### src/hdl/eeprom_consts.svh
`ifndef EEPROM_CONSTS_SVH
`define EEPROM_CONSTS_SVH

// system clocks per SCL half period
`define EEPROM_SCL_HALF 4

// fixed upper nibble of the control byte
`define EEPROM_DEV_CODE 4'b1010

`define EEPROM_ADDR_W 11   // 2K x 8 array
`define EEPROM_DATA_W 8

`endif

### src/hdl/eeprom_pkg.sv
`default_nettype none
`include "eeprom_consts.svh"

package eeprom_pkg;

    typedef logic [`EEPROM_ADDR_W-1:0] eeprom_addr_t;
    typedef logic [`EEPROM_DATA_W-1:0] eeprom_byte_t;

    typedef enum logic [3:0] {
        IDLE,
        START,
        CTRL_W,
        ADDR,
        DATA_W,
        RESTART,
        CTRL_R,
        DATA_R,
        STOP,
        RETRY_STOP,
        DONE
    } ctrl_state_t;

    typedef enum logic {
        COND_START,
        COND_STOP
    } cond_kind_t;

    typedef struct packed {
        logic         cyc;
        logic         stb;
        logic         we;
        eeprom_addr_t adr;
        eeprom_byte_t dat;
    } wb_req_t;

    typedef struct packed {
        logic         ack;
        eeprom_byte_t dat;  // read data, valid with ack
    } wb_rsp_t;

endpackage

`default_nettype wire

### src/hdl/i2c_scl_gen.sv
`default_nettype none
`include "eeprom_consts.svh"

module i2c_scl_gen (
    input  logic CLK,
    input  logic RESET,
    input  logic run,
    output logic scl,
    output logic low_mid,
    output logic high_mid
);
    localparam int HALF = `EEPROM_SCL_HALF;
    localparam int CW = $clog2(HALF);
    localparam logic [CW-1:0] LAST = CW'(HALF - 1);
    localparam logic [CW-1:0] MID = CW'(HALF / 2 - 1);

    logic [CW-1:0] cnt;

    always_ff @(posedge CLK)
    begin
        if (RESET)
        begin
            cnt <= '0;
            scl <= 1'b1;
        end
        else if (!run)
        begin
            cnt <= '0;
            scl <= 1'b1;  // parked high while the bus is idle
        end
        else if (cnt == LAST)
        begin
            cnt <= '0;
            scl <= ~scl;
        end
        else
        begin
            cnt <= cnt + CW'(1);
        end
    end

    // one clock wide, in the middle of each phase
    assign low_mid  = run && !scl && (cnt == MID);
    assign high_mid = run && scl && (cnt == MID);

endmodule

`default_nettype wire

### src/hdl/i2c_cond_gen.sv
`default_nettype none

module i2c_cond_gen (
    input  logic                   CLK,
    input  logic                   RESET,
    input  logic                   cond_go,
    input  eeprom_pkg::cond_kind_t cond_kind,
    input  logic                   scl,
    input  logic                   low_mid,
    input  logic                   high_mid,
    output logic                   sda_pull,
    output logic                   cond_done
);
    typedef enum logic [1:0] {
        C_IDLE,
        C_PRE,
        C_FLIP,
        C_HOLD
    } step_t;

    step_t                  step;
    eeprom_pkg::cond_kind_t kind;

    always_ff @(posedge CLK)
    begin
        if (cond_go)
            kind <= cond_kind;
    end

    always_ff @(posedge CLK)
    begin
        if (RESET)
        begin
            step      <= C_IDLE;
            sda_pull  <= 1'b0;
            cond_done <= 1'b0;
        end
        else
        begin
            cond_done <= 1'b0;
            if (cond_go)
            begin
                step <= C_PRE;  // a new request overrides a pending hold
            end
            else
            begin
                case (step)
                    C_PRE:
                        if (low_mid)
                        begin
                            sda_pull <= (kind == eeprom_pkg::COND_STOP);
                            step     <= C_FLIP;
                        end
                    C_FLIP:
                        if (high_mid && scl)
                        begin
                            // edge on SDA with SCL high is the condition itself
                            sda_pull  <= (kind == eeprom_pkg::COND_START);
                            cond_done <= 1'b1;
                            step      <= C_HOLD;
                        end
                    C_HOLD:
                        if (low_mid)
                        begin
                            sda_pull <= 1'b0;  // next block takes the line here
                            step     <= C_IDLE;
                        end
                    default:
                        step <= C_IDLE;
                endcase
            end
        end
    end

endmodule

`default_nettype wire

### src/hdl/i2c_byte_tx.sv
`default_nettype none

module i2c_byte_tx (
    input  logic                     CLK,
    input  logic                     RESET,
    input  logic                     tx_go,
    input  eeprom_pkg::eeprom_byte_t tx_byte,
    input  logic                     low_mid,
    input  logic                     high_mid,
    input  logic                     sda_in,
    output logic                     sda_pull,
    output logic                     tx_done,
    output logic                     tx_nack
);
    eeprom_pkg::eeprom_byte_t shreg;
    logic [3:0]               bit_cnt;  // 0..7 data, 8 release, 9 ack clock
    logic                     busy;

    always_ff @(posedge CLK)
    begin
        if (tx_go)
            shreg <= tx_byte;
        else if (busy && low_mid && bit_cnt < 4'd8)
            shreg <= {shreg[6:0], 1'b0};
    end

    always_ff @(posedge CLK)
    begin
        if (RESET)
        begin
            busy     <= 1'b0;
            bit_cnt  <= '0;
            sda_pull <= 1'b0;
            tx_done  <= 1'b0;
            tx_nack  <= 1'b0;
        end
        else
        begin
            tx_done <= 1'b0;
            if (tx_go)
            begin
                busy    <= 1'b1;
                bit_cnt <= '0;
            end
            else if (busy)
            begin
                if (low_mid && bit_cnt < 4'd8)
                begin
                    sda_pull <= ~shreg[7];  // MSB first
                    bit_cnt  <= bit_cnt + 4'd1;
                end
                else if (low_mid && bit_cnt == 4'd8)
                begin
                    sda_pull <= 1'b0;  // hand the line to the slave
                    bit_cnt  <= 4'd9;
                end
                else if (high_mid && bit_cnt == 4'd9)
                begin
                    tx_nack <= sda_in;
                    tx_done <= 1'b1;
                    busy    <= 1'b0;
                end
            end
        end
    end

endmodule

`default_nettype wire

### src/hdl/i2c_byte_rx.sv
`default_nettype none

module i2c_byte_rx (
    input  logic                     CLK,
    input  logic                     RESET,
    input  logic                     rx_go,
    input  logic                     low_mid,
    input  logic                     high_mid,
    input  logic                     sda_in,
    output logic                     sda_pull,
    output logic                     rx_done,
    output eeprom_pkg::eeprom_byte_t rx_byte
);
    logic [3:0] bit_cnt;
    logic       busy;
    logic       armed;  // a low phase has passed since the last sample

    // data bits and the closing NACK all leave the line released
    assign sda_pull = 1'b0;

    always_ff @(posedge CLK)
    begin
        if (busy && armed && high_mid && bit_cnt < 4'd8)
            rx_byte <= {rx_byte[6:0], sda_in};
    end

    always_ff @(posedge CLK)
    begin
        if (RESET)
        begin
            busy    <= 1'b0;
            armed   <= 1'b0;
            bit_cnt <= '0;
            rx_done <= 1'b0;
        end
        else
        begin
            rx_done <= 1'b0;
            if (rx_go)
            begin
                busy    <= 1'b1;
                armed   <= 1'b0;
                bit_cnt <= '0;
            end
            else if (busy)
            begin
                if (low_mid)
                    armed <= 1'b1;
                else if (high_mid && armed)
                begin
                    armed <= 1'b0;
                    if (bit_cnt < 4'd8)
                        bit_cnt <= bit_cnt + 4'd1;
                    else
                    begin
                        rx_done <= 1'b1;  // ninth clock, NACK seen by slave
                        busy    <= 1'b0;
                    end
                end
            end
        end
    end

endmodule

`default_nettype wire

### src/hdl/eeprom_ctrl.sv
`default_nettype none
`include "eeprom_consts.svh"

module eeprom_ctrl (
    input  logic                     CLK,
    input  logic                     RESET,
    input  eeprom_pkg::wb_req_t      wb_req,
    output eeprom_pkg::wb_rsp_t      wb_rsp,
    output logic                     run,
    output logic                     cond_go,
    output eeprom_pkg::cond_kind_t   cond_kind,
    input  logic                     cond_done,
    output logic                     tx_go,
    output eeprom_pkg::eeprom_byte_t tx_byte,
    input  logic                     tx_done,
    input  logic                     tx_nack,
    output logic                     rx_go,
    input  logic                     rx_done,
    input  eeprom_pkg::eeprom_byte_t rx_byte
);
    eeprom_pkg::ctrl_state_t  state;
    eeprom_pkg::eeprom_addr_t req_adr;
    eeprom_pkg::eeprom_byte_t req_dat;
    logic                     req_we;
    logic                     ack;
    eeprom_pkg::eeprom_byte_t rd_dat;
    logic                     new_req;
    eeprom_pkg::eeprom_byte_t ctrl_w;
    eeprom_pkg::eeprom_byte_t ctrl_r;

    // ack still high means the master has not yet seen the end of its cycle
    assign new_req = wb_req.cyc && wb_req.stb && !ack;

    // block select comes from the top address bits
    assign ctrl_w = {`EEPROM_DEV_CODE, req_adr[`EEPROM_ADDR_W-1:8], 1'b0};
    assign ctrl_r = {`EEPROM_DEV_CODE, req_adr[`EEPROM_ADDR_W-1:8], 1'b1};

    assign wb_rsp.ack = ack;
    assign wb_rsp.dat = rd_dat;

    always_ff @(posedge CLK)
    begin
        if (RESET)
        begin
            state     <= eeprom_pkg::IDLE;
            run       <= 1'b0;
            ack       <= 1'b0;
            cond_go   <= 1'b0;
            cond_kind <= eeprom_pkg::COND_START;
            tx_go     <= 1'b0;
            tx_byte   <= '0;
            rx_go     <= 1'b0;
        end
        else
        begin
            cond_go <= 1'b0;
            tx_go   <= 1'b0;
            rx_go   <= 1'b0;
            ack     <= 1'b0;
            case (state)
                eeprom_pkg::IDLE:
                    if (new_req)
                    begin
                        req_adr   <= wb_req.adr;
                        req_dat   <= wb_req.dat;
                        req_we    <= wb_req.we;
                        run       <= 1'b1;
                        cond_go   <= 1'b1;
                        cond_kind <= eeprom_pkg::COND_START;
                        state     <= eeprom_pkg::START;
                    end
                eeprom_pkg::START:
                    if (cond_done)
                    begin
                        tx_go   <= 1'b1;
                        tx_byte <= ctrl_w;
                        state   <= eeprom_pkg::CTRL_W;
                    end
                eeprom_pkg::CTRL_W:
                    if (tx_done && tx_nack)
                    begin
                        cond_go   <= 1'b1;  // still busy writing, poll again
                        cond_kind <= eeprom_pkg::COND_STOP;
                        state     <= eeprom_pkg::RETRY_STOP;
                    end
                    else if (tx_done)
                    begin
                        tx_go   <= 1'b1;
                        tx_byte <= req_adr[7:0];
                        state   <= eeprom_pkg::ADDR;
                    end
                eeprom_pkg::ADDR:
                    if (tx_done && req_we)
                    begin
                        tx_go   <= 1'b1;
                        tx_byte <= req_dat;
                        state   <= eeprom_pkg::DATA_W;
                    end
                    else if (tx_done)
                    begin
                        cond_go   <= 1'b1;  // random read, dummy write done
                        cond_kind <= eeprom_pkg::COND_START;
                        state     <= eeprom_pkg::RESTART;
                    end
                eeprom_pkg::DATA_W:
                    if (tx_done)
                    begin
                        cond_go   <= 1'b1;
                        cond_kind <= eeprom_pkg::COND_STOP;
                        state     <= eeprom_pkg::STOP;
                    end
                eeprom_pkg::RESTART:
                    if (cond_done)
                    begin
                        tx_go   <= 1'b1;
                        tx_byte <= ctrl_r;
                        state   <= eeprom_pkg::CTRL_R;
                    end
                eeprom_pkg::CTRL_R:
                    if (tx_done && tx_nack)
                    begin
                        cond_go   <= 1'b1;
                        cond_kind <= eeprom_pkg::COND_STOP;
                        state     <= eeprom_pkg::RETRY_STOP;
                    end
                    else if (tx_done)
                    begin
                        rx_go <= 1'b1;
                        state <= eeprom_pkg::DATA_R;
                    end
                eeprom_pkg::DATA_R:
                    if (rx_done)
                    begin
                        cond_go   <= 1'b1;
                        cond_kind <= eeprom_pkg::COND_STOP;
                        state     <= eeprom_pkg::STOP;
                    end
                eeprom_pkg::STOP:
                    if (cond_done)
                    begin
                        run   <= 1'b0;  // SCL is high here, parks without a glitch
                        state <= eeprom_pkg::DONE;
                    end
                eeprom_pkg::RETRY_STOP:
                    if (cond_done)
                    begin
                        cond_go   <= 1'b1;
                        cond_kind <= eeprom_pkg::COND_START;
                        state     <= eeprom_pkg::START;
                    end
                eeprom_pkg::DONE:
                begin
                    ack <= 1'b1;
                    if (!req_we)
                        rd_dat <= rx_byte;
                    state <= eeprom_pkg::IDLE;
                end
                default:
                    state <= eeprom_pkg::IDLE;
            endcase
        end
    end

endmodule

`default_nettype wire

### src/hdl/eeprom_i2c_top.sv
`default_nettype none

module eeprom_i2c_top (
    input  logic                CLK,
    input  logic                RESET,
    input  eeprom_pkg::wb_req_t wb_req,
    output eeprom_pkg::wb_rsp_t wb_rsp,
    output logic                scl,
    output logic                sda_pull,
    input  logic                sda_in
);
    logic                     run;
    logic                     low_mid;
    logic                     high_mid;
    logic                     cond_go;
    eeprom_pkg::cond_kind_t   cond_kind;
    logic                     cond_done;
    logic                     cond_pull;
    logic                     tx_go;
    eeprom_pkg::eeprom_byte_t tx_byte;
    logic                     tx_done;
    logic                     tx_nack;
    logic                     tx_pull;
    logic                     rx_go;
    logic                     rx_done;
    eeprom_pkg::eeprom_byte_t rx_byte;
    logic                     rx_pull;

    // open drain, any block may pull the line low
    assign sda_pull = cond_pull | tx_pull | rx_pull;

    eeprom_ctrl ctrl_i (
        .CLK(CLK), .RESET(RESET),
        .wb_req(wb_req), .wb_rsp(wb_rsp), .run(run),
        .cond_go(cond_go), .cond_kind(cond_kind), .cond_done(cond_done),
        .tx_go(tx_go), .tx_byte(tx_byte), .tx_done(tx_done), .tx_nack(tx_nack),
        .rx_go(rx_go), .rx_done(rx_done), .rx_byte(rx_byte)
    );

    i2c_scl_gen scl_gen_i (
        .CLK(CLK), .RESET(RESET), .run(run),
        .scl(scl), .low_mid(low_mid), .high_mid(high_mid)
    );

    i2c_cond_gen cond_gen_i (
        .CLK(CLK), .RESET(RESET), .cond_go(cond_go), .cond_kind(cond_kind),
        .scl(scl), .low_mid(low_mid), .high_mid(high_mid),
        .sda_pull(cond_pull), .cond_done(cond_done)
    );

    i2c_byte_tx byte_tx_i (
        .CLK(CLK), .RESET(RESET), .tx_go(tx_go), .tx_byte(tx_byte),
        .low_mid(low_mid), .high_mid(high_mid), .sda_in(sda_in),
        .sda_pull(tx_pull), .tx_done(tx_done), .tx_nack(tx_nack)
    );

    i2c_byte_rx byte_rx_i (
        .CLK(CLK), .RESET(RESET), .rx_go(rx_go),
        .low_mid(low_mid), .high_mid(high_mid), .sda_in(sda_in),
        .sda_pull(rx_pull), .rx_done(rx_done), .rx_byte(rx_byte)
    );

endmodule

`default_nettype wire

### config.mk
export PLATFORM = sky130hd
export DESIGN_NAME = eeprom_i2c_top
export DESIGN_NICKNAME = d
export VERILOG_FILES = /design/src/hdl/eeprom_pkg.sv /design/src/hdl/i2c_scl_gen.sv /design/src/hdl/i2c_cond_gen.sv /design/src/hdl/i2c_byte_tx.sv /design/src/hdl/i2c_byte_rx.sv /design/src/hdl/eeprom_ctrl.sv /design/src/hdl/eeprom_i2c_top.sv
export VERILOG_INCLUDE_DIRS = /design/src /design/src/hdl
export SDC_FILE = /design/constraint.sdc
export NUM_CORES = 1
export LEC_CHECK = 0
export ABC_CLOCK_PERIOD_IN_PS = 2800
export BUFFER_PORTS_ARGS = -buffer_cell sky130_fd_sc_hd__clkbuf_2
export CAP_MARGIN = 20
export CORE_MARGIN = 5
export CORE_UTILIZATION = 42
export DETAILED_ROUTE_END_ITERATION = 10
export GPL_TIMING_DRIVEN = 0
export PLACE_DENSITY = 0.68
export SLEW_MARGIN = 30
export SYNTH_ARGS = -nofsm -noshare
export SYNTH_HDL_FRONTEND = slang
export SYNTH_HIERARCHICAL = 1
export SYNTH_SLANG_ARGS = --single-unit
### constraint.sdc
create_clock -name CLK -period 2.8 [get_ports CLK]
set_clock_uncertainty 0.2 [all_clocks]
set_input_delay 0.42 -clock CLK [delete_from_list [all_inputs] [get_ports CLK]]
set_output_delay 0.42 -clock CLK [all_outputs]
set_load 0.01 [all_outputs]
==> results.sh <==
export IMPL_outcome="complete, no violations"
export IMPL_drive_above_1_share_pct=23.2
export IMPL_p_sw_share_pct=27.5
export IMPL_r2r_setup_slack_ps=430
export IMPL_firstDrtPassIters=4
export IMPL_vias=2592
export IMPL_synth_edf_count=45
export IMPL_post_cts_setup_buffer_count=0
export IMPL_grt_total_usage_pct=13.4
export IMPL_yosys_warnings=6
export IMPL_pwr_share_clk_pct=33.4
export IMPL_cts_resized=0
export IMPL_peakVddDrop_mv=0.366
export IMPL_async_flop_share_pct=0
export IMPL_period_needed_ps=2370
export IMPL_die_area_mm2=0.0110
export IMPL_place_gp_congestion=0.867
export IMPL_grt_pass1_vias=2576
export IMPL_place_ws_ps=307
export IMPL_holdBufCountCts=0
export IMPL_worst_pin_slew_ps=897
export IMPL_maxSlewViolCount=0
export IMPL_yosys_cell_count_top_type="edfxtp_1"
export IMPL_hold_viol=0
export IMPL_yosys_top_cells_area="edfxtp_1 (36%), dfxtp_1 (21%), ha_1 (3.3%)"
export IMPL_nets=405
export IMPL_vias_per_cell=5.37
export IMPL_ctsLongestPathBuffers=2
export IMPL_route_antenna_remaining_nets=0
export IMPL_tritoncts="built"
export IMPL_port_buffers=35
export IMPL_ys_types=66
export IMPL_maxCapViolations=0
export IMPL_period_share_pct=84.8
export IMPL_insertion_delay_ps=360
export IMPL_wl_um=7020
export IMPL_cp_end_kind="register"
export IMPL_synth_net_count=358
export IMPL_intPower_mw=1.93
export IMPL_cts_clk_slew_worst_paths_ps=90
export IMPL_die_w_um=105
export IMPL_area_growth_pct=14.0
export IMPL_synth_ff_type="edfxtp_1"
export IMPL_grt_pass1_wl_um=12100
export IMPL_slowest_delay_ps=580
export IMPL_fin_ws_ps=427
export IMPL_core_area_mm2=0.00876
export IMPL_crit_fanout=10
export IMPL_crit_type="reg2reg"
export IMPL_cts_sinks=85
export IMPL_grt_antenna_before_repair=0
export IMPL_synth_top_area_share_pct=35.6
export IMPL_required_ps=2670
export IMPL_drtIter0Drc=144
export IMPL_yosysTopAreaCell="edfxtp_1"
export IMPL_synth_common_cells="edfxtp_1 (45), dfxtp_1 (40), nand2_1 (22), nor2_1 (16)"
export IMPL_gr_total_overflow=0
export IMPL_slew_headroom_pct=40.1
export IMPL_p_leak_nw=1.62
export IMPL_arrival_ps=2250
export IMPL_seq_area_frac_synth_pct=56.7
export IMPL_num_rows=34
export IMPL_powerDensity_mw_per_mm2=616
export IMPL_crit_slowest_cell="nor4_2"
export IMPL_worstPathCellList="buf_2 > buf_2 > nand2_1 > nor4_2 > buf_2"
export IMPL_cts_buffers=9
export IMPL_setup_viol=0
export IMPL_drc_errors=0
export IMPL_seqPwrFrac_pct=51.8
export IMPL_die_h_um=105
export IMPL_avgRoutedWirePerCell_um=14.5
export IMPL_ios=36
export IMPL_start_util_pct=43.3
export IMPL_avgSynthCellArea_um2=11.8
export IMPL_fin_setup_tns_ps=0
export IMPL_critPathBufInv=3
export IMPL_fmax_ghz=0.421
export IMPL_postSynthCellCount=323
export IMPL_grt_max_degree=22
export IMPL_cp_top_family="buffers and inverters"
export IMPL_synthesis_area_mm2=0.00380
export IMPL_cp_common_cell="buf_2"
export IMPL_ys_ff_latch=85
export IMPL_startpoint_type="register"
export IMPL_p_total_mw=2.67
export IMPL_insertedDiodeCount=0
export IMPL_place_hpwl_um=5030
export IMPL_htree_levels=3
export IMPL_min_path_type="in2reg"
export IMPL_netSwitchingPower_uw=733
export IMPL_p_comb_share_pct=14.8
export IMPL_rsz0062_at_grt="false"
export IMPL_root_buffer="clkbuf_8"
## worst reg2reg max path, cell delays in order, from the launching register on
cell,delay [ps]
dfxtp_1,390
buf_2,240
buf_2,240
nand2_1,140
nor4_2,580
buf_2,300
## per-layer routing
layer | vias to the layer above | track usage, % | part of all wire [%]
li1 | 1301 | - | -
met1 | 1205 | 17.5 | 47
met2 | 73 | 20.9 | 46
met3 | 13 | 3.21 | 4.8
met4 | 0 | 6.12 | 2.3
met5 | - | 0 | 0
## path summary, 6_finish.rpt
kind	from	endpoint	cells after the start
max reg2reg	ctrl_i/state[1]	ctrl_i/rd_dat[7]	5
min reg2reg	byte_rx_i/rx_byte[7]	ctrl_i/rd_dat[7]	0
max	ctrl_i/state[1]	ctrl_i/rd_dat[7]	5
min	wb_req[14]	ctrl_i/req_adr[6]	1
## through the flow
step	hold WS (ps)	util [%]	area [um^2]	instances
2_1_floorplan	200	-	3800	323
3_3_place_gp	204	46.9	4110	466
3_5_place_dp	205	47.1	4120	467
4_1_cts	13.6	49.4	4330	483
5_1_grt	13.3	49.4	4330	483
6_report	31.3	49.4	4330	483
## kinds of logic (layout without fill, tap and decap cells)
family | Yosys count | in the layout | synth area share, %
AO/OA/AOI/OAI | 71 | 71 | 14.0
XOR/XNOR | 2 | 2 | 0.461
adder cells (fa/ha/maj) | 10 | 10 | 3.29
buffers and inverters | 29 | 81 | 3.49
flip-flops | 85 | 85 | 56.7
multiplexers | 21 | 21 | 6.00
other | 1 | 1 | 0.0988
AND/OR/NAND/NOR | 104 | 104 | 16.0
## power groups by stage
| stage | Combinational (mW) | Sequential, mW | Clock [mW] |
|---|---|---|---|
| after global routing | 0.435 | 1.39 | 0.975 |
| after floorplan | 0.292 | 1.40 | 0 |
| after global placement | 0.378 | 1.41 | 0 |
| final | 0.395 | 1.38 | 0.892 |
| after detailed placement | 0.388 | 1.41 | 0 |
| after CTS | 0.392 | 1.38 | 0.916 |
## placed cells by master, fill, tap and decap left out, types with 3 or more instances in the layout
| cell | count |
|---|---|
| nor2_2 | 3 |
| and3_1 | 4 |
| clkbuf_8 | 9 |
| nor3_1 | 10 |
| mux2_2 | 10 |
| nor2b_1 | 5 |
| clkbuf_2 | 35 |
| o21a_1 | 5 |
| a21oi_1 | 15 |
| dfxtp_1 | 40 |
| buf_4 | 4 |
| nor3b_1 | 3 |
| ha_1 | 10 |
| o31ai_1 | 4 |
| or3_1 | 3 |
| inv_1 | 15 |
| buf_2 | 8 |
| nor2_1 | 14 |
| o2111ai_1 | 3 |
| nand3_1 | 4 |
| nand2b_1 | 13 |
| nand3b_1 | 4 |
| o211ai_1 | 4 |
| a311oi_1 | 3 |
| o32a_1 | 3 |
| mux2i_1 | 10 |
| nand2_1 | 22 |
| edfxtp_1 | 45 |
| o21ai_0 | 11 |
## final cells by class
| type | instances | area, um^2 |
|---|---|---|
| clock buffer | 9 | 124 |
| multi-input combinational | 209 | 1520 |
| inverter | 16 | 60.1 |
| timing repair buffer | 36 | 180 |
| tap | 108 | 135 |
| sequential | 85 | 2150 |
| buffer | 13 | 72.6 |
| clock inverter | 7 | 81.3 |
| fill | 799 | 4430 |
## sequential cells by signal, indices dropped and copies added, names as in the netlist, 2 cells and up
| signal | cells |
|---|---|
| byte_rx_i/bit_cnt | 4 |
| ctrl_i/req_dat | 8 |
| ctrl_i/tx_byte | 8 |
| cond_gen_i/step | 2 |
| ctrl_i/rd_dat | 8 |
| byte_rx_i/rx_byte | 8 |
| byte_tx_i/bit_cnt | 4 |
| scl_gen_i/cnt | 2 |
| byte_tx_i/shreg | 8 |
| ctrl_i/state | 4 |
| ctrl_i/req_adr | 11 |
No activity file was read; power rests on OpenSTA's default activity.
